==> src/rtl/exec_pkg.sv <==
// execute cluster definitions

package exec_pkg;

    // cluster sizes
    localparam int NUM_LANES   = 4;
    localparam int LANE_DEPTH  = 2;
    localparam int ISSUE_DEPTH = 4;

    // datapath widths
    localparam int DATA_W = 32;
    localparam int TAG_W  = 6;
    localparam int OP_W   = 3;
    localparam int LANE_W = 2;

    // multiply latency in execute cycles
    localparam int MUL_CYCLES = 3;

    // derived counter and pointer widths
    localparam int ISSUE_PTR_W = $clog2(ISSUE_DEPTH);
    localparam int ISSUE_CNT_W = $clog2(ISSUE_DEPTH + 1);
    localparam int LANE_PTR_W  = $clog2(LANE_DEPTH);
    localparam int LANE_CNT_W  = $clog2(LANE_DEPTH + 1);
    localparam int CREDIT_W    = $clog2(LANE_DEPTH + 1);
    localparam int MUL_CNT_W   = $clog2(MUL_CYCLES);

    // alu opcodes
    typedef enum logic [OP_W-1:0] {
        OP_ADD = 3'd0,
        OP_SUB = 3'd1,
        OP_AND = 3'd2,
        OP_OR  = 3'd3,
        OP_XOR = 3'd4,
        OP_SLL = 3'd5,
        OP_SRL = 3'd6,
        OP_MUL = 3'd7
    } alu_op_e;

    // execute stage states of a lane
    typedef enum logic [1:0] {
        IDLE = 2'd0,
        BUSY = 2'd1,
        DONE = 2'd2
    } lane_state_e;

endpackage

==> src/rtl/writeback_arbiter.sv <==
// round-robin writeback arbiter
`timescale 1ns/1ps

module writeback_arbiter (
    input  logic                          CLK,
    input  logic                          nrst,
    input  logic [exec_pkg::NUM_LANES-1:0] res_valid,
    input  logic [exec_pkg::DATA_W-1:0]    res_data [exec_pkg::NUM_LANES],
    input  logic [exec_pkg::TAG_W-1:0]     res_tag  [exec_pkg::NUM_LANES],
    output logic [exec_pkg::NUM_LANES-1:0] res_grant,
    output logic                          wb_valid,
    output logic [exec_pkg::TAG_W-1:0]     wb_tag,
    output logic [exec_pkg::DATA_W-1:0]    wb_data
);
    import exec_pkg::*;

    logic [LANE_W-1:0] rr_ptr;
    logic [LANE_W-1:0] cand;
    logic [LANE_W-1:0] grant_idx;
    logic              grant_any;

    // search starts one past the last granted lane
    always_comb begin
        grant_any = 1'b0;
        grant_idx = rr_ptr;
        cand      = rr_ptr;
        for (int k = 0; k < NUM_LANES; k++) begin
            cand = LANE_W'(rr_ptr + k);
            if (!grant_any && res_valid[cand]) begin
                grant_any = 1'b1;
                grant_idx = cand;
            end
        end
    end

    assign res_grant = grant_any ? (NUM_LANES'(1) << grant_idx) : '0;

    always_ff @(posedge CLK, negedge nrst) begin
        if (!nrst) begin
            rr_ptr   <= '0;
            wb_valid <= 1'b0;
        end
        else begin
            wb_valid <= grant_any;
            if (grant_any) begin
                rr_ptr <= grant_idx + 1'b1;
            end
        end
    end

    // result payload, qualified by wb_valid
    always_ff @(posedge CLK) begin
        if (grant_any) begin
            wb_tag  <= res_tag[grant_idx];
            wb_data <= res_data[grant_idx];
        end
    end

    a_grant_ok: assert property (@(posedge CLK) disable iff (!nrst)
        $onehot0(res_grant) && ((res_grant & ~res_valid) == '0));

endmodule

==> config.mk <==
export PLATFORM = sky130hd
export DESIGN_NAME = writeback_arbiter
export DESIGN_NICKNAME = d
export VERILOG_FILES = /design/src/rtl/exec_pkg.sv /design/src/rtl/writeback_arbiter.sv
export SDC_FILE = /design/constraint.sdc
export NUM_CORES = 1
export LEC_CHECK = 0
export BUFFER_PORTS_ARGS = -buffer_cell sky130_fd_sc_hd__buf_2
export CORE_ASPECT_RATIO = 0.8
export CORE_MARGIN = 4
export CORE_UTILIZATION = 43
export CTS_BUF_LIST = sky130_fd_sc_hd__clkbuf_16
export CTS_CLUSTER_DIAMETER = 120
export DETAILED_ROUTE_END_ITERATION = 8
export HOLD_SLACK_MARGIN = 0.15
export PLACE_DENSITY = 0.91
export SYNTH_ARGS = -nofsm -noshare
export SYNTH_HDL_FRONTEND = slang
export SYNTH_SLANG_ARGS = --single-unit
==> constraint.sdc <==
create_clock -name CLK -period 4.2 [get_ports CLK]
set_input_delay 0.84 -clock CLK [delete_from_list [all_inputs] [get_ports CLK]]
set_output_delay 0.84 -clock CLK [all_outputs]
set_load 0.02 [all_outputs]
==> results.md <==
- Gr ovfl total: 0
- Ports: 201
- DRC viols: 0
- Global-route wire length before repair: 13.8 mm
- Outcome: finished clean
- Seq/Total Area, Yosys: 47.7%
- PortBufs: 200
- Pleak: 1.84 nW
- Final nets: 631
- Top cells by area in the synthesized netlist: edfxtp_1, nand2_1, a211oi_1
- Final setup fails: 0
- Detailed-placement wirelength estimate: 6.66 mm
- Setup TNS: 0 ns
- Post-synth EDFFs: 38
- Crit path cell chain: buf_2, nor2b_1, a2111o_1, and2_1, nor3_1, buf_2
- Initial antenna violation count: 0
- R2R setup slack: 1.63 ns
- Routability cong.: around 0.80
- Area Growth Syn to Fin: 46.6%
- Internal power: 1.45 mW
- Area occupied by multi-input gates: approximately 0.0012 mm2
- Cell repeated most along the worst path: buf_2
- CTS tree: done
- Combinational Power Share: 52.4%
- Number of warnings issued by yosys: 0
- Worst R2R End: wb_data[14]$_DFFE_PP_
- Mapped Cells: 290
- Cell Pwr Density: 682 mW/mm2
- Sequential group share of total power: 30.9%
- Proportion of layout cells with a drive suffix above 1: 45.6%
- RSZ-0062 raised after global routing: no
- Largest net degree at the start of global routing: 77
- Syn nets: 448
- Clk network pwr share: 16.7%
- Worst stage delay on the critical path: 0.45 ns
- Worst Setup End Kind: output port
- Pre-antenna DRT Iters: 5
- Max Root-Sink Buffers: 2
- Max VDD drop: 0.807 mV
- Latest clock arrival within the worst-skew pair: 0.28 ns
- CP Launch Point: res_valid[2]
- Post-synth top area cell: edfxtp_1
- Register-to-Register Path Depth: 7
- Reg area: 0.00122 mm2
- Clock transition at the registers of the reported paths: 0.06 ns
- Clock root cell: clkbuf_16
- Share of the synthesized area in the top cell type: between 40% and 50%
- Post-CTS setup buffer count: 0
- Worst-margin pin slew: 0.831 ns
- Crit share post-route: about 80%
- Data arrival, critical path: 2.45 ns
- Cell family with most CP delay: simple AND/OR/NAND/NOR gates
- CTS sink cnt: 41
- Post-synth ARST share: 7.32%
- Reg2reg start: rr_ptr[1]$_DFFE_PN0P_
- Die area: a little over 0.007 mm2
- Kind of critical path: primary input to output port
- Die width: 94.1 um
- Sw frac: 43.0%
- DP Area: between 0.003 and 0.004 mm2
- DRT iter0 DRCs: 191
- Worst EP required: ~3.4 ns
- Synthesized area: 0.00255 mm2
- Minimum clock period: 3.29 ns
- Highest Clock Rate: 304 MHz
- Hold-fix buffers at CTS: 0
- CTS H-Tree Depth: 2
- Die height: 76.9 um
- Syn avg cell area: 8.79 um2
- Cell with the most instances after synthesis: nand2_1
- CP endpoint: res_grant[0]
- Initial cell density of the core: 45.7%
- Cts bufs inserted: 5
- Dominant synthesized flop cell: edfxtp_1
- Max-cap viol count: 0
- DR vias: 3069
- GR Util All Layers: between 20% and 30%
- Critical path's slowest cell: a2111o_1
- Post-DRT Antenna Nets: 0
- Final Util: 66.9%
- Finished layout cell area: between 0.003 and 0.004 mm2
- Post-route clock skew: 0.00351 ns
- Buf+Inv Stages, Crit Path: 2
- Crit path max fanout: 21
- Yosys reg bits: slightly above 40
- N_diodes: 0
- Unique masters post-synth: 23
- Core area: 0.00559 mm2
- Final-layout fill cell count: roughly 470
- Slew Limit Headroom: between 40% and 50%
- Resized cells post-CTS: 0
- Pre-CTS WS: 0.938 ns
- CP Launch Type: primary input
- Fin. Hold Viols: 0
- Switching pwr: 1.10 mW
- Wire per inst: 16.6 um
- Worst path depth: 6
- Vias in the first global route: 2862
- Hold Path Class: primary input to asynchronous set/reset pin
- Synth cell count leaders: nand2_1, a211oi_1, a31oi_1, and3_1, edfxtp_1
- Row count: 24
- Routed WL: 9.14 mm
- Via density: roughly 5.6
- Slew Viols, Final: 0
- Power Total: 2.55 mW
- Final worst slack: 0.906 ns
-- registers in the layout, indices dropped and copies added, names as in the netlist --
signal / flops
rr_ptr: 2
wb_data: 32
wb_tag: 6
wb_valid: 1
-- power by group through the flow --
stage | Sequential, mW | Combinational, mW | Clock, mW
6_report | 0.786 | 1.34 | 0.426
5_1_grt | 0.804 | 1.45 | 0.452
4_1_cts | 0.788 | 1.34 | 0.432
3_5_place_dp | 0.796 | 1.34 | 0
2_1_floorplan | 1.05 | 0.657 | 0
3_3_place_gp | 0.785 | 1.30 | 0
-- worst reg2reg max path, cell delays in order, from the launching register on --
cell and delay (ns):
dfrtp_1 0.44, nor3b_1 0.18, a2111o_1 0.38, buf_4 0.27
nand2_2 0.12, buf_4 0.57, a211oi_1 0.23, a31oi_1 0.20
-- per-stage QoR --
| step | instances | hold WS, ns |
|---|---|---|
| floorplan | 290 | 0.544 |
| global placement | 544 | 0.581 |
| detailed placement | 544 | 0.609 |
| CTS | 552 | 0.347 |
| global route | 552 | 0.346 |
| finish | 552 | 0.350 |
-- layout make-up --
| class | count | area share (%) |
|---|---|---|
| inverter | 3 | 0.301 |
| sequential | 41 | 32.5 |
| tap | 78 | 2.61 |
| clock inverter | 3 | 1.10 |
| clock buffer | 5 | 3.35 |
| multi-input combinational | 216 | 32.1 |
| timing repair buffer | 206 | 28.0 |
-- how the worst min path moves through the flow --
| stage | from | endpoint | slack (ns) | cells after the start |
|---|---|---|---|---|
| global route | nrst | wb_valid$_DFF_PN0_ | 0.35 | 1 |
| global placement | rr_ptr[0]$_DFFE_PN0P_ | rr_ptr[0]$_DFFE_PN0P_ | 0.58 | 1 |
| finish | nrst | wb_valid$_DFF_PN0_ | 0.35 | 1 |
| detailed placement | rr_ptr[0]$_DFFE_PN0P_ | rr_ptr[0]$_DFFE_PN0P_ | 0.61 | 1 |
| CTS | nrst | wb_valid$_DFF_PN0_ | 0.35 | 1 |
| floorplan | nrst | rr_ptr[0]$_DFFE_PN0P_ | 0.54 | 0 |
-- placed cells by master, fill, tap and decap left out, types with 2 or more instances in the layout --
master | netlist | layout
a211oi_1 | 38 | 38
dfrtp_1 | 3 | 3
and3_1 | 38 | 38
a21oi_1 | 4 | 4
inv_1 | 3 | 3
clkbuf_16 | 0 | 5
a31oi_1 | 38 | 38
nor2b_1 | 3 | 3
buf_4 | 2 | 6
nand2_1 | 80 | 79
nor3_1 | 4 | 4
edfxtp_1 | 38 | 38
nor2_1 | 2 | 2
buf_2 | 7 | 200
-- routing by layer --
layer	vias up	share of wire (%)	GRT usage [%]
met2	166	50	43.0
li1	1459	-	-
met4	0	1.2	4.04
met1	1434	37	28.0
met5	-	0	0
met3	10	11	6.26
-- kinds of logic after synthesis --
logic type / share of synthesized area, %
simple gates: 23.7
compound gates: 23.1
flops: 47.7
buf+inv: 5.50
Note: power is estimated with default switching activity, not from simulation.
