<file path="src/rtl/exec_pkg.sv">
// execute cluster definitions

package exec_pkg;

    // cluster sizes
    localparam int NUM_LANES   = 4;
    localparam int LANE_DEPTH  = 2;
    localparam int ISSUE_DEPTH = 4;

    // datapath widths
    localparam int DATA_W = 32;
    localparam int TAG_W  = 6;
    localparam int OP_W   = 3;
    localparam int LANE_W = 2;

    // multiply latency in execute cycles
    localparam int MUL_CYCLES = 3;

    // derived counter and pointer widths
    localparam int ISSUE_PTR_W = $clog2(ISSUE_DEPTH);
    localparam int ISSUE_CNT_W = $clog2(ISSUE_DEPTH + 1);
    localparam int LANE_PTR_W  = $clog2(LANE_DEPTH);
    localparam int LANE_CNT_W  = $clog2(LANE_DEPTH + 1);
    localparam int CREDIT_W    = $clog2(LANE_DEPTH + 1);
    localparam int MUL_CNT_W   = $clog2(MUL_CYCLES);

    // alu opcodes
    typedef enum logic [OP_W-1:0] {
        OP_ADD = 3'd0,
        OP_SUB = 3'd1,
        OP_AND = 3'd2,
        OP_OR  = 3'd3,
        OP_XOR = 3'd4,
        OP_SLL = 3'd5,
        OP_SRL = 3'd6,
        OP_MUL = 3'd7
    } alu_op_e;

    // execute stage states of a lane
    typedef enum logic [1:0] {
        IDLE = 2'd0,
        BUSY = 2'd1,
        DONE = 2'd2
    } lane_state_e;

endpackage

</file>
<file path="src/rtl/alu_lane.sv">
// single alu execution lane
`timescale 1ns/1ps

module alu_lane (
    input  logic                       CLK,
    input  logic                       nrst,
    input  logic                       lane_push,
    input  exec_pkg::alu_op_e          lane_op,
    input  logic [exec_pkg::DATA_W-1:0] lane_a,
    input  logic [exec_pkg::DATA_W-1:0] lane_b,
    input  logic [exec_pkg::TAG_W-1:0]  lane_tag,
    input  logic                       res_grant,
    output logic                       lane_credit,
    output logic                       res_valid,
    output logic [exec_pkg::DATA_W-1:0] res_data,
    output logic [exec_pkg::TAG_W-1:0]  res_tag
);
    import exec_pkg::*;

    // lane queue
    alu_op_e               q_op  [LANE_DEPTH];
    logic [DATA_W-1:0]     q_a   [LANE_DEPTH];
    logic [DATA_W-1:0]     q_b   [LANE_DEPTH];
    logic [TAG_W-1:0]      q_tag [LANE_DEPTH];
    logic [LANE_PTR_W-1:0] q_wr, q_rd;
    logic [LANE_CNT_W-1:0] q_cnt;

    // execute stage
    lane_state_e          state;
    logic [MUL_CNT_W-1:0] mul_cnt;
    logic [DATA_W-1:0]    ex_a, ex_b;
    logic [DATA_W-1:0]    mul_prod;
    logic                 pull;
    logic                 mul_last;
    alu_op_e              head_op;

    function automatic logic [DATA_W-1:0] alu_calc(
        input alu_op_e           op,
        input logic [DATA_W-1:0] a,
        input logic [DATA_W-1:0] b
    );
        case (op)
            OP_ADD:  alu_calc = a + b;
            OP_SUB:  alu_calc = a - b;
            OP_AND:  alu_calc = a & b;
            OP_OR:   alu_calc = a | b;
            OP_XOR:  alu_calc = a ^ b;
            OP_SLL:  alu_calc = a << b[4:0];
            OP_SRL:  alu_calc = a >> b[4:0];
            default: alu_calc = '0;
        endcase
    endfunction

    assign head_op = q_op[q_rd];

    // take the next op when execute is free or its result leaves this cycle
    assign pull = (q_cnt != '0) && ((state == IDLE) || (state == DONE && res_grant));

    assign lane_credit = pull;
    assign res_valid   = (state == DONE);
    assign mul_prod    = ex_a * ex_b;
    assign mul_last    = (state == BUSY) && (mul_cnt == '0);

    always_ff @(posedge CLK, negedge nrst) begin
        if (!nrst) begin
            q_wr    <= '0;
            q_rd    <= '0;
            q_cnt   <= '0;
            state   <= IDLE;
            mul_cnt <= '0;
        end
        else begin
            if (lane_push) begin
                q_wr <= q_wr + 1'b1;
            end
            if (pull) begin
                q_rd <= q_rd + 1'b1;
            end
            case ({lane_push, pull})
                2'b10:   q_cnt <= q_cnt + 1'b1;
                2'b01:   q_cnt <= q_cnt - 1'b1;
                default: q_cnt <= q_cnt;
            endcase

            if (pull) begin
                if (head_op == OP_MUL) begin
                    state   <= BUSY;
                    mul_cnt <= MUL_CNT_W'(MUL_CYCLES - 1);
                end
                else begin
                    state <= DONE;
                end
            end
            else begin
                case (state)
                    BUSY: begin
                        if (mul_cnt == '0) state <= DONE;
                        else mul_cnt <= mul_cnt - 1'b1;
                    end
                    DONE: begin
                        if (res_grant) state <= IDLE;
                    end
                    default: state <= IDLE;
                endcase
            end
        end
    end

    always_ff @(posedge CLK) begin
        if (lane_push) begin
            q_op[q_wr]  <= lane_op;
            q_a[q_wr]   <= lane_a;
            q_b[q_wr]   <= lane_b;
            q_tag[q_wr] <= lane_tag;
        end
        if (pull) begin
            ex_a    <= q_a[q_rd];
            ex_b    <= q_b[q_rd];
            res_tag <= q_tag[q_rd];
            if (head_op != OP_MUL) begin
                res_data <= alu_calc(head_op, q_a[q_rd], q_b[q_rd]);
            end
        end
        else if (mul_last) begin
            res_data <= mul_prod;
        end
    end

    a_no_push_full: assert property (@(posedge CLK) disable iff (!nrst)
        lane_push |-> q_cnt != LANE_CNT_W'(LANE_DEPTH));

    // a held result waits unchanged until the arbiter takes it
    a_res_hold: assert property (@(posedge CLK) disable iff (!nrst)
        res_valid && !res_grant |=> res_valid && $stable(res_data) && $stable(res_tag));

endmodule

</file>
<file path="config.mk">
export PLATFORM = sky130hd
export DESIGN_NAME = alu_lane
export DESIGN_NICKNAME = d
export VERILOG_FILES = /design/src/rtl/exec_pkg.sv /design/src/rtl/alu_lane.sv
export SDC_FILE = /design/constraint.sdc
export NUM_CORES = 2
export LEC_CHECK = 0
export ABC_AREA = 1
export BUFFER_PORTS_ARGS = -buffer_cell sky130_fd_sc_hd__clkbuf_2
export CELL_PAD_IN_SITES_DETAIL_PLACEMENT = 0
export CELL_PAD_IN_SITES_GLOBAL_PLACEMENT = 1
export CORE_MARGIN = 4
export CORE_UTILIZATION = 40
export DETAILED_ROUTE_END_ITERATION = 10
export GPL_ROUTABILITY_DRIVEN = 0
export PLACE_DENSITY = 0.71
export SLEW_MARGIN = 20
export SYNTH_ARGS = -nofsm -noshare
export SYNTH_HDL_FRONTEND = slang
export SYNTH_SLANG_ARGS = --single-unit
</file>
<file path="constraint.sdc">
create_clock -name CLK -period 20.6 [get_ports CLK]
set_input_delay 2.06 -clock CLK [delete_from_list [all_inputs] [get_ports CLK]]
set_output_delay 2.06 -clock CLK [all_outputs]
set_load 0.02 [all_outputs]
</file>
==> metrics <==
status complete, no violations; final-stage net count 5022; Post-Syn Area 33300 um2; CP Data Arrival Time 8.13 ns; Layout area overhead 8.18%; unrepaired setup endpoints after global routing false; Util after Layout 0.438; routing usage on met3 0.0295; wire per inst 20.9 um; Initial Util 0.404; ys async rst share 0.0313; largest net degree at the start of global routing 74; grt met1 use 0.353; Sink Count 256; worst path required time 21.00 ns; post-cts hold buffer count 0; max_cap viols 0; synthesized instance count ~4300; initial antenna violation count 1; Setup-failing EPs final 0; Iteration-0 DRC Markers 2257; H-tree level count 1; synth warn 0; Post-synth EDFFs 248; Via Count around 28000; Hold Path Class flop to flop; Die Width 297 um; Fin. Hold Viols 0; I/O pin count 117; Pins Over Slew Limit 0; Synth area leaders fa_1, edfxtp_1, nand2_1; PortBufs 116; post_cts resized 0; Syn Nets 5003; Rows 105; clock root cell clkbuf_16; first-pass GRT wire length 171000 um; Avg Vias per Cell 5.14; final-layout fill cell count between 8000 and 9000; number of remaining DRC errors 0; CTS tree yes; GRT Overall Usage 0.259; Mapped Avg Cell Area slightly below 8 um2; Worst Setup Start Kind flop; Seq. cell area 7650 um2; Reg clk slew, reported paths 0.08 ns; Setup CP Type flop to flop; slew margin rel. 0.250; Setup crit end kind flop; vias in the first global route 27800; total global routing overflow 0; area leader, netlist fa_1; maximum fanout along the worst path 28; most frequent cells in the layout nand2_1, inv_1, fa_1; top-area cell type share of the netlist area 0.246; Final min period ~7.7 ns; ratio of cells with drive above 1 in the final layout 0.0639; post-CTS setup buffers 0; clock skew just over 0.07 ns; Tcrit/Tclk final 0.375; Detailed Route WL 113000 um; die area 88000 um2; footprint of the multi-input gates approximately 21000 um2; prevailing post-synth register cell edfxtp_1; Max Clock Freq 129 MHz; flops & latches, synth 256; Fin Setup TNS 0 ns; gr busiest metal met2; antenna-violating nets left 0; met2 Track Usage GR 0.434; clock buffer depth 3; Worst-Margin Slew around 1.1 ns; total core area a little over 80000 um2; commonest non-fill, non-tap cell in the layout nand2_1; height of the die 297 um; Distinct cells, synth a little under 60; placed wire-length estimate roughly 88000 um; drt first pass iters 7; Clk Latency, worst-skew pair approximately 0.65 ns; sequential share of the synthesized area 0.230; CTS buffer count 31
## synth_stat cells, drive strengths merged, types with 6 or more instances
master	instances
a21o	12
a21oi	106
a221oi	16
a31oi	15
buf	59
clkbuf	125
dfrtp	8
edfxtp	248
fa	409
ha	222
inv	914
nand2	1370
nand3	195
nand3b	20
nand4	25
nor2	139
nor3	24
o2111ai	6
o211ai	18
o21a	21
o21ai	203
o21bai	9
or2	40
xnor2	13
xor2	42
## worst max-delay path, stage by stage, from the launching register on
cell and delay, ns:
edfxtp_1 1.04, nand2_1 0.15, fa_1 0.53, inv_1 0.05, fa_1 0.47, inv_1 0.05, fa_1 0.51, fa_1 0.56
inv_1 0.05, fa_1 0.48, fa_1 0.59, fa_1 0.45, fa_1 0.44, ha_1 0.43, nand2_1 0.15, nor4_1 0.51
nand4_1 0.23, nand3_1 0.23, nand2_1 0.10, nand2_1 0.13, nand3_1 0.09, nand3_1 0.11, nand2_1 0.10
## final cells by class
type                       instances  area share
inverter                         918      0.0956
clock inverter                    26     0.00896
timing repair buffer             170      0.0281
sequential                       256       0.212
tap                             1070      0.0371
antenna                            2    0.000139
clock buffer                      31      0.0215
multi-input combinational       2937       0.596
## metal layers
| metal | wire length (um) | vias to the layer above |
|---|---|---|
| met5 | 0 | - |
| met4 | 4190 | 0 |
| met3 | 6910 | 139 |
| met2 | 53100 | 858 |
| met1 | 49000 | 13600 |
| li1 | - | 13200 |
## worst paths after layout
kind | start | endpoint | slack, ns | cells past startpoint
setup / recovery | ex_b[4] | res_data[31] | 12.87 | 22
hold / removal | q_tag[0][4] | res_tag[4] | 0.51 | 2
setup reg to reg | ex_b[4] | res_data[31] | 12.87 | 22
hold reg to reg | q_tag[0][4] | res_tag[4] | 0.51 | 2
max in group asynchronous | nrst | q_wr | 19.11 | 1
min in group asynchronous | nrst | q_rd | 1.26 | 1
## registers in the layout, summed over array words and instances, names as in the netlist
name / flops
q_a: 64
q_b: 64
ex_a: 32
ex_b: 32
res_data: 32
q_tag: 12
q_op: 6
res_tag: 6
mul_cnt: 2
q_cnt: 2
state: 2
q_rd: 1
q_wr: 1
## logic make-up (layout without fill, tap and decap cells)
family / after synthesis / in the layout / synth area share
AND/OR/NAND/NOR: 1819 / 1819 / 0.223
buffers and inverters: 1102 / 1145 / 0.127
adder cells (fa/ha/maj): 631 / 631 / 0.329
AO/OA/AOI/OAI: 430 / 430 / 0.0766
flip-flops: 256 / 256 / 0.230
XOR/XNOR: 55 / 55 / 0.0145
multiplexers: 2 / 2 / 0.000601
other: 0 / 2 / 0
## stage by stage
step / cell area [um2] / instances / hold WS, ns / worst slack, ns
detailed placement: 34900 / 5349 / 0.499 / 12.65
finish: 36000 / 5410 / 0.513 / 12.87
floorplan: 33300 / 4295 / 0.463 / 13.31
CTS: 36000 / 5406 / 0.513 / 12.67
global route: 36000 / 5409 / 0.535 / 12.51
global placement: 34900 / 5349 / 0.499 / 12.61
Power is left out: the tool's default activity adds up to more than one toggle a clock period on the data nets, which glitch-free logic cannot reach.
