`src/rtl/exec_pkg.sv`:
```
// execute cluster definitions

package exec_pkg;

    // cluster sizes
    localparam int NUM_LANES   = 4;
    localparam int LANE_DEPTH  = 2;
    localparam int ISSUE_DEPTH = 4;

    // datapath widths
    localparam int DATA_W = 32;
    localparam int TAG_W  = 6;
    localparam int OP_W   = 3;
    localparam int LANE_W = 2;

    // multiply latency in execute cycles
    localparam int MUL_CYCLES = 3;

    // derived counter and pointer widths
    localparam int ISSUE_PTR_W = $clog2(ISSUE_DEPTH);
    localparam int ISSUE_CNT_W = $clog2(ISSUE_DEPTH + 1);
    localparam int LANE_PTR_W  = $clog2(LANE_DEPTH);
    localparam int LANE_CNT_W  = $clog2(LANE_DEPTH + 1);
    localparam int CREDIT_W    = $clog2(LANE_DEPTH + 1);
    localparam int MUL_CNT_W   = $clog2(MUL_CYCLES);

    // alu opcodes
    typedef enum logic [OP_W-1:0] {
        OP_ADD = 3'd0,
        OP_SUB = 3'd1,
        OP_AND = 3'd2,
        OP_OR  = 3'd3,
        OP_XOR = 3'd4,
        OP_SLL = 3'd5,
        OP_SRL = 3'd6,
        OP_MUL = 3'd7
    } alu_op_e;

    // execute stage states of a lane
    typedef enum logic [1:0] {
        IDLE = 2'd0,
        BUSY = 2'd1,
        DONE = 2'd2
    } lane_state_e;

endpackage

```
`src/rtl/dispatch_unit.sv`:
```
// issue buffer and lane dispatch
`timescale 1ns/1ps

module dispatch_unit (
    input  logic                          CLK,
    input  logic                          nrst,
    input  logic                          issue_valid,
    input  exec_pkg::alu_op_e             issue_op,
    input  logic [exec_pkg::DATA_W-1:0]    issue_a,
    input  logic [exec_pkg::DATA_W-1:0]    issue_b,
    input  logic [exec_pkg::TAG_W-1:0]     issue_tag,
    input  logic [exec_pkg::NUM_LANES-1:0] lane_credit,
    output logic                          issue_credit,
    output logic [exec_pkg::NUM_LANES-1:0] lane_push,
    output exec_pkg::alu_op_e             lane_op,
    output logic [exec_pkg::DATA_W-1:0]    lane_a,
    output logic [exec_pkg::DATA_W-1:0]    lane_b,
    output logic [exec_pkg::TAG_W-1:0]     lane_tag
);
    import exec_pkg::*;

    // circular issue buffer
    alu_op_e              buf_op  [ISSUE_DEPTH];
    logic [DATA_W-1:0]    buf_a   [ISSUE_DEPTH];
    logic [DATA_W-1:0]    buf_b   [ISSUE_DEPTH];
    logic [TAG_W-1:0]     buf_tag [ISSUE_DEPTH];
    logic [ISSUE_PTR_W-1:0] wr_ptr, rd_ptr;
    logic [ISSUE_CNT_W-1:0] count;

    // per-lane credits and round-robin choice
    logic [CREDIT_W-1:0] credit_cnt [NUM_LANES];
    logic [LANE_W-1:0]   rr_ptr;
    logic [LANE_W-1:0]   cand;
    logic [LANE_W-1:0]   sel_lane;
    logic                sel_found;
    logic                pop;

    // first lane at or after rr_ptr that still has a credit
    always_comb begin
        sel_found = 1'b0;
        sel_lane  = rr_ptr;
        cand      = rr_ptr;
        for (int k = 0; k < NUM_LANES; k++) begin
            cand = LANE_W'(rr_ptr + k);
            if (!sel_found && credit_cnt[cand] != '0) begin
                sel_found = 1'b1;
                sel_lane  = cand;
            end
        end
    end

    assign pop          = (count != '0) && sel_found;
    assign issue_credit = pop;
    assign lane_push    = pop ? (NUM_LANES'(1) << sel_lane) : '0;
    assign lane_op      = buf_op[rd_ptr];
    assign lane_a       = buf_a[rd_ptr];
    assign lane_b       = buf_b[rd_ptr];
    assign lane_tag     = buf_tag[rd_ptr];

    always_ff @(posedge CLK, negedge nrst) begin
        if (!nrst) begin
            wr_ptr <= '0;
            rd_ptr <= '0;
            count  <= '0;
            rr_ptr <= '0;
            for (int i = 0; i < NUM_LANES; i++) begin
                credit_cnt[i] <= CREDIT_W'(LANE_DEPTH);
            end
        end
        else begin
            // pointers wrap naturally, depth is a power of two
            if (issue_valid) begin
                wr_ptr <= wr_ptr + 1'b1;
            end
            if (pop) begin
                rd_ptr <= rd_ptr + 1'b1;
                rr_ptr <= sel_lane + 1'b1;
            end
            case ({issue_valid, pop})
                2'b10:   count <= count + 1'b1;
                2'b01:   count <= count - 1'b1;
                default: count <= count;
            endcase
            for (int i = 0; i < NUM_LANES; i++) begin
                credit_cnt[i] <= credit_cnt[i] - CREDIT_W'(lane_push[i])
                               + CREDIT_W'(lane_credit[i]);
            end
        end
    end

    always_ff @(posedge CLK) begin
        if (issue_valid) begin
            buf_op[wr_ptr]  <= issue_op;
            buf_a[wr_ptr]   <= issue_a;
            buf_b[wr_ptr]   <= issue_b;
            buf_tag[wr_ptr] <= issue_tag;
        end
    end

    // issuer must hold a credit, so the buffer can never overflow
    a_no_overflow: assert property (@(posedge CLK) disable iff (!nrst)
        issue_valid |-> count != ISSUE_CNT_W'(ISSUE_DEPTH));

    a_one_push: assert property (@(posedge CLK) disable iff (!nrst)
        $onehot0(lane_push));

    for (genvar i = 0; i < NUM_LANES; i++) begin : g_credit_chk
        a_credit_max: assert property (@(posedge CLK) disable iff (!nrst)
            credit_cnt[i] <= CREDIT_W'(LANE_DEPTH));
    end

endmodule

```
`config.mk`:
```
export PLATFORM = sky130hd
export DESIGN_NAME = dispatch_unit
export DESIGN_NICKNAME = d
export VERILOG_FILES = /design/src/rtl/exec_pkg.sv /design/src/rtl/dispatch_unit.sv
export SDC_FILE = /design/constraint.sdc
export NUM_CORES = 1
export LEC_CHECK = 0
export ABC_AREA = 1
export ABC_CLOCK_PERIOD_IN_PS = 2400
export BUFFER_PORTS_ARGS = -buffer_cell sky130_fd_sc_hd__buf_2
export CAP_MARGIN = 5
export CORE_ASPECT_RATIO = 1.5
export CORE_MARGIN = 2
export CORE_UTILIZATION = 52
export CTS_CLUSTER_DIAMETER = 200
export DETAILED_ROUTE_END_ITERATION = 7
export GPL_ROUTABILITY_DRIVEN = 1
export PLACE_DENSITY_LB_ADDON = 0.3
export SETUP_SLACK_MARGIN = 0.05
export SYNTH_ARGS = -nofsm -noshare
export SYNTH_HDL_FRONTEND = slang
export SYNTH_SLANG_ARGS = --single-unit
```
`constraint.sdc`:
```
create_clock -name CLK -period 2.4 [get_ports CLK]
set_input_delay 0.6 -clock CLK [delete_from_list [all_inputs] [get_ports CLK]]
set_output_delay 0.6 -clock CLK [all_outputs]
set_load 0.05 [all_outputs]
```
==> run_results.csv, run 1 <==
group,metric,value,unit
route,via_per_inst,5.77,
die,initial_utilization,52.5,%
sta,worstMarginPinSlew,0.429,ns
worst_setup_path,worstPathArrival,2.44,ns
cts,cts_max_path_buffers,3,
sta,finalCritPeriodShare,127,%
logic_synthesis,syn_area,12000,sq um
global_route,grt_usage,27.1,%
route,drtAntennaViolNets,0,
die,die_x,128,um
sta,clock_skew,0.0122,ns
worst_setup_path,reg2reg_slack,-0.27,ns
finish,layout_commonest_cell,"edfxtp_1",
run_status,violations,"setup timing",
logic_synthesis,synth_nets,962,
die,num_io_pins,158,
sta,finalSetupViolCount,86,
logic_synthesis,yosysSeqAreaShare,76.6,%
place,gp_congestion,0.790,
route,vias,8268,
cts,clk_latency,0.56,ns
finish,nets,1226,
die,die_area,24300,sq um
hold_path,holdCritPathClass,"in2reg",
route,drt_first_iter_violations,583,
die,row_count,68,
sta,timing.setup.tns,-26.77,ns
cts,cts_root_buf,"clkbuf_16",
worst_setup_path,required,1.80,ns
finish,drive_above_1_share,58.3,%
route,firstDrtPassIters,7,
cts,cts_tree,"yes",
sta,hold_viol,0,
route,wl_per_cell,23.3,um
die,core,22900,sq um
route,route.detailed.drc,0,
logic_synthesis,synth.largest_area_cell,"edfxtp_1",
place,dpl.hpwl,14.8,mm
worst_setup_path,crit_type,"reg2out",
sta,max_freq,329,MHz
sta,setup_slack,-0.642,ns
sta,grt_setup_unrepaired,"true",
global_route,first_global_vias,8828,
finish,syn_to_final_growth,51.8,%
worst_setup_path,path_max_fanout,4,
run_status,run_status,"complete, but fails checks",
logic_synthesis,synth_cells,864,
cts,h-tree-depth,1,
job,cap_violations,0,
cts,cts_buffers,28,
die,die_h,190,um
logic_synthesis,syn_avg_cell_area,13.9,sq um
global_route,overflow,0,
logic_synthesis,ys_seq_elements,309,
sta,fin_crit,3.04,ns
cts,cts.clk_slew.worst_paths,0.07,ns
logic_synthesis,ys_types,29,
cts,numClockSinks,309,
logic_synthesis,synth_top_area_share,73.0,%
finish,fillers,1207,
global_route,antenna_found_initial,6,
logic_synthesis,synth_warnings,0,
sta,drv_slew,0,
sta,relSlewSlack,71.4,%
route,routed_wl,33.5,mm
finish,mostFrequentLayoutCells,"edfxtp_1 (292), buf_6 (95), buf_2 (79)",
global_route,grt_max_degree,55,
global_route,grt_pass1_wl,49.5,mm
logic_synthesis,synth_top_cells_by_area,"edfxtp_1 (73%), o21ai_0 (6.4%), nor2_1 (4.7%)",
worst_setup_path,start_kind,"flop",
worst_setup_path,end_kind,"output pin",
place,port_buffers,157,
[flip-flops by register name (all words and copies together) (netlist names)]
| signal | cells |
|---|---|
| buf_op | 12 |
| buf_tag | 24 |
| credit_cnt | 8 |
| rr_ptr | 2 |
| count | 3 |
| buf_a | 128 |
| rd_ptr | 2 |
| buf_b | 128 |
| wr_ptr | 2 |
[synthesized netlist by cell type]
cell type,instances
nor3_1,1
ha_1,17
nand2_1,35
clkinv_1,1
xor2_2,1
buf_1,2
buf_2,7
xor2_1,4
inv_6,1
dfstp_2,4
nand3_1,9
nand2_4,1
edfxtp_1,292
dfrtp_1,13
a21oi_1,2
nor2_4,1
o22ai_1,73
o21ai_0,154
buf_6,1
inv_1,30
xnor2_1,8
inv_2,2
nor2_1,151
nand2_2,9
nand3_2,2
o21ai_2,2
nand2_8,1
fa_1,1
clkbuf_1,39
[worst max-delay path, stage by stage (launching register included)]
cell	delay, ns
dfrtp_2	0.45
buf_6	0.13
o21ai_2	0.06
nand3_1	0.12
nand2_2	0.13
nand2_2	0.08
nor2_4	0.12
nand2_4	0.10
buf_4	0.15
nand2_2	0.08
nand2_4	0.07
ha_4	0.15
inv_2	0.07
nor2_4	0.04
buf_8	0.14
[cell families (layout without fill, tap and decap cells)]
| family | Yosys count | in the layout | share of synthesized area [%] |
|---|---|---|---|
| AND/OR/NAND/NOR | 210 | 210 | 7.22 |
| adder cells (fa/ha/maj) | 18 | 18 | 1.94 |
| buffers and inverters | 83 | 368 | 2.77 |
| AO/OA/AOI/OAI | 231 | 231 | 10.5 |
| flip-flops | 309 | 309 | 76.6 |
| other | 0 | 5 | 0 |
| XOR/XNOR | 13 | 13 | 1.01 |
[timing repair]
| action | in CTS | in global routing |
|---|---|---|
| endpoints found under the hold margin | 13 | 0 |
| hold buffers | 1 | 0 |
| endpoints found under the setup margin | 87 | 88 |
| cloned | 29 | 3 |
| resized for setup | 565 | 163 |
| setup buffers | 53 | 17 |
| pin swaps | 95 | 69 |
[layout make-up]
cell class	instances	area, sq um	area share (%)
flip-flops and latches	309	9210	50.5
multi-input cells	472	4260	23.4
repair buffers	283	3250	17.8
clock buffers	33	719	3.95
well taps	280	350	1.92
clock inverters	18	251	1.38
inverters	34	181	0.995
diodes	5	12.5	0.0686
[per-stage QoR]
| stage | area, sq um | hold slack (ns) | util, % | instances | setup slack [ns] |
|---|---|---|---|---|---|
| floorplan | 12600 | 0.304 | - | 864 | -0.221 |
| global placement | 14000 | 0.463 | 61.4 | 1298 | -0.121 |
| detailed placement | 14000 | 0.463 | 61.4 | 1298 | -0.197 |
| CTS | 17900 | 0.239 | 78.3 | 1432 | -0.669 |
| global route | 18200 | 0.246 | 79.7 | 1434 | -0.764 |
| finish | 18200 | 0.248 | 79.7 | 1434 | -0.642 |
[per-layer routing]
metal	vias to the layer above	wire (um)	track usage, %
met5	-	7	0
met4	2	1090	11.3
met3	76	1850	4.02
met2	292	18100	49.3
met1	4173	12500	31.7
li1	3725	-	-
[path summary, 6_finish.rpt]
path	startpoint	endpoint	depth (start not counted)
min in group asynchronous	nrst	credit_cnt[2]$_DFF_PN0_	2
max in group asynchronous	nrst	rd_ptr[1]$_DFFE_PN0P_	2
setup / recovery	rr_ptr[0]$_DFFE_PN0P_	lane_push[1]	14
hold reg to reg	count[0]$_DFFE_PN0P_	count[0]$_DFFE_PN0P_	1
hold / removal	issue_a[30]	buf_a[0][30]$_DFFE_PP_	1
setup reg to reg	rr_ptr[0]$_DFFE_PN0P_	credit_cnt[1]$_DFF_PN1_	21
Power of run 1 is not shown: default switching activity piles up to over one toggle a cycle in this logic, so the estimate is an artifact.
==> run 2, diff against run 1 <==
==> constraint.sdc (replaced) <==
create_clock -name CLK -period 2.4 [get_ports CLK]
set_input_delay 0.48 -clock CLK [delete_from_list [all_inputs] [get_ports CLK]]
set_output_delay 0.48 -clock CLK [all_outputs]
set_load 0.05 [all_outputs]
==> run 2 against run 1 <==
The run still ends with setup timing left. Sequential share of layout area fell by 0.54 points. Via count increased by 3.2%. Global-route usage rose by 0.55 points. Setup slack better by 0.068 ns. Register-to-register slack got worse by 0.03 ns. Routed wire length increased by 3.0%. Design area grew 1.0%. Critical endpoint is now lane_push[2]. Highest routed layer unchanged.
==> run_results.csv, run 2 (same netlist as run 1, synthesis figures left out) <==
group,metric,value,unit
run_status,run_status,"complete, but fails checks",
run_status,violations,"setup timing",
place,port_buffers,157,
place,gp_congestion,0.834,
worst_setup_path,cp-endpoint,"lane_push[2]",
route,drt_first_iter_violations,585,
worst_setup_path,start_kind,"flop",
cts,cts_buffers,28,
worst_setup_path,max_stage_delay,0.45,ns
cts,numClockSinks,309,
sta,grt_setup_unrepaired,"true",
finish,fillers,1103,
global_route,antenna_found_initial,3,
sta,relSlewSlack,71.4,%
global_route,grt_usage,27.6,%
route,vias,8533,
worst_setup_path,reg2reg_slack,-0.30,ns
finish,instances_no_fill,1445,
route,routed_wl,34.5,mm
worst_setup_path,regToRegEndpoint,"credit_cnt[3]$_DFF_PN1_",
route,drtAntennaViolNets,0,
worst_setup_path,startpoint,"rr_ptr[0]$_DFFE_PN0P_",
worst_setup_path,worstRegToRegCells,20,
route,firstDrtPassIters,5,
finish,ff_latch_area,9210,sq um
worst_setup_path,r2r_start,"rr_ptr[0]$_DFFE_PN0P_",
route,wl_per_cell,23.9,um
cts,h-tree-depth,1,
worst_setup_path,critPathBufInv,4,
finish,multiInputGateArea,4120,sq um
cts,cts_tree,"yes",
sta,finalSetupViolCount,81,
job,cap_violations,0,
place,dpl.hpwl,14.5,mm
sta,finalCritPeriodShare,124,%
finish,mostFrequentLayoutCells,"edfxtp_1 (292), buf_6 (91), buf_2 (79)",
worst_setup_path,worstPathArrival,2.49,ns
die,row_count,68,
cts,cts_root_buf,"clkbuf_16",
global_route,grt_pass1_wl,49.9,mm
worst_setup_path,required,1.92,ns
die,die_x,128,um
cts,clk_latency,0.55,ns
worst_setup_path,end_kind,"output pin",
die,die_h,190,um
sta,hold_viol,0,
worst_setup_path,crit_type,"reg2out",
sta,timing.setup.tns,-13.84,ns
place,dpl_cell_area,13800,sq um
sta,drv_slew,0,
die,die_area,24300,sq um
route,route.detailed.drc,0,
finish,layout_commonest_cell,"edfxtp_1",
place,dp.cells,1293,
sta,clock_skew,0.0137,ns
worst_setup_path,crit_slowest_cell,"dfrtp_2",
sta,max_freq,336,MHz
sta,fin_crit,2.97,ns
die,num_io_pins,158,
finish,drive_above_1_share,56.8,%
route,via_per_inst,5.91,
global_route,first_global_vias,8601,
finish,top_regs,"buf_a: 128 flops, buf_b: 128 flops, buf_tag: 24 flops",
die,core,22900,sq um
worst_setup_path,path_max_fanout,8,
worst_setup_path,cp_top_family,"simple AND/OR/NAND/NOR gates",
cts,cts.clk_slew.worst_paths,0.07,ns
cts,cts_max_path_buffers,3,
finish,design_area,18400,sq um
sta,setup_slack,-0.574,ns
die,initial_utilization,52.5,%
finish,nets,1239,
finish,syn_to_final_growth,53.4,%
sta,worstMarginPinSlew,0.428,ns
worst_setup_path,crit_cells,14,
hold_path,holdCritPathClass,"in2reg",
worst_setup_path,cpMostUsedCell,"nand2_2",
global_route,overflow,0,
worst_setup_path,path_cells,"clkinv_4, nand2_2, nand2_2, nand3_2, nand2_2, nand2_2, nor2_4, nand2_4, buf_6, a21oi_4, ha_2, inv_2, nor2_4, buf_8",
global_route,grt_max_degree,55,
## run 2: cell count changes in the layout (fill, tap and decap cells not counted), moves of 5 or more
cell     change
buf_16      +15
buf_4        +6
inv_1        -5
inv_2        +6
nand2_1      +5
nor2_1       +7
nor2_2      -10
o21ai_0     +24
o21ai_1     -10
o21ai_2      -8
o21ai_4      -6
o22ai_1      +5
o22ai_2      -6
## run 2: area by class of cell
type	instances	share of cell area [%]
Antenna cell	3	0.0407
Tap cell	280	1.90
Clock inverter	19	1.39
Inverter	34	0.896
Timing Repair Buffer	296	19.4
Clock buffer	32	4.00
Sequential cell	309	50.0
Multi-Input combinational cell	472	22.4
## run 2: stage by stage
stage / utilization (%) / setup slack, ns / hold WS (ns)
after floorplan: - / -0.208 / 0.184
after global placement: 60.3 / -0.0760 / 0.433
after detailed placement: 60.3 / -0.129 / 0.436
after CTS: 78.4 / -0.542 / 0.124
after global routing: 80.5 / -0.687 / 0.131
final: 80.5 / -0.574 / 0.140
## run 2: how the worst min path moves through the flow
| stage | startpoint | to | slack, ns | depth (start not counted) |
|---|---|---|---|---|
| 2_1_floorplan | nrst | count[0]$_DFFE_PN0P_ | 0.18 | 0 |
| 3_3_place_gp | nrst | credit_cnt[0]$_DFF_PN0_ | 0.43 | 1 |
| 3_5_place_dp | nrst | credit_cnt[2]$_DFF_PN0_ | 0.44 | 1 |
| 4_1_cts | issue_b[11] | buf_b[2][11]$_DFFE_PP_ | 0.12 | 1 |
| 5_1_grt | issue_b[18] | buf_b[1][18]$_DFFE_PP_ | 0.13 | 1 |
| 6_report | issue_a[16] | buf_a[3][16]$_DFFE_PP_ | 0.14 | 1 |
## run 2: what timing repair did
item / 4_1_cts / 5_1_grt
hold endpoints to repair: 13 / 0
setup buffers: 57 / 17
setup endpoints to repair: 88 / 88
cloned: 35 / 0
hold buffers: 1 / 0
resized for setup: 540 / 140
pin swaps: 94 / 44
## run 2: metal layers
layer / GRT usage, % / routed length [um]
met1: 33.3 / 12400
met2: 50.0 / 18300
met3: 4.30 / 2250
met4: 9.93 / 1440
met5: 0 / 13
Power of run 2 is left out for the same reason.
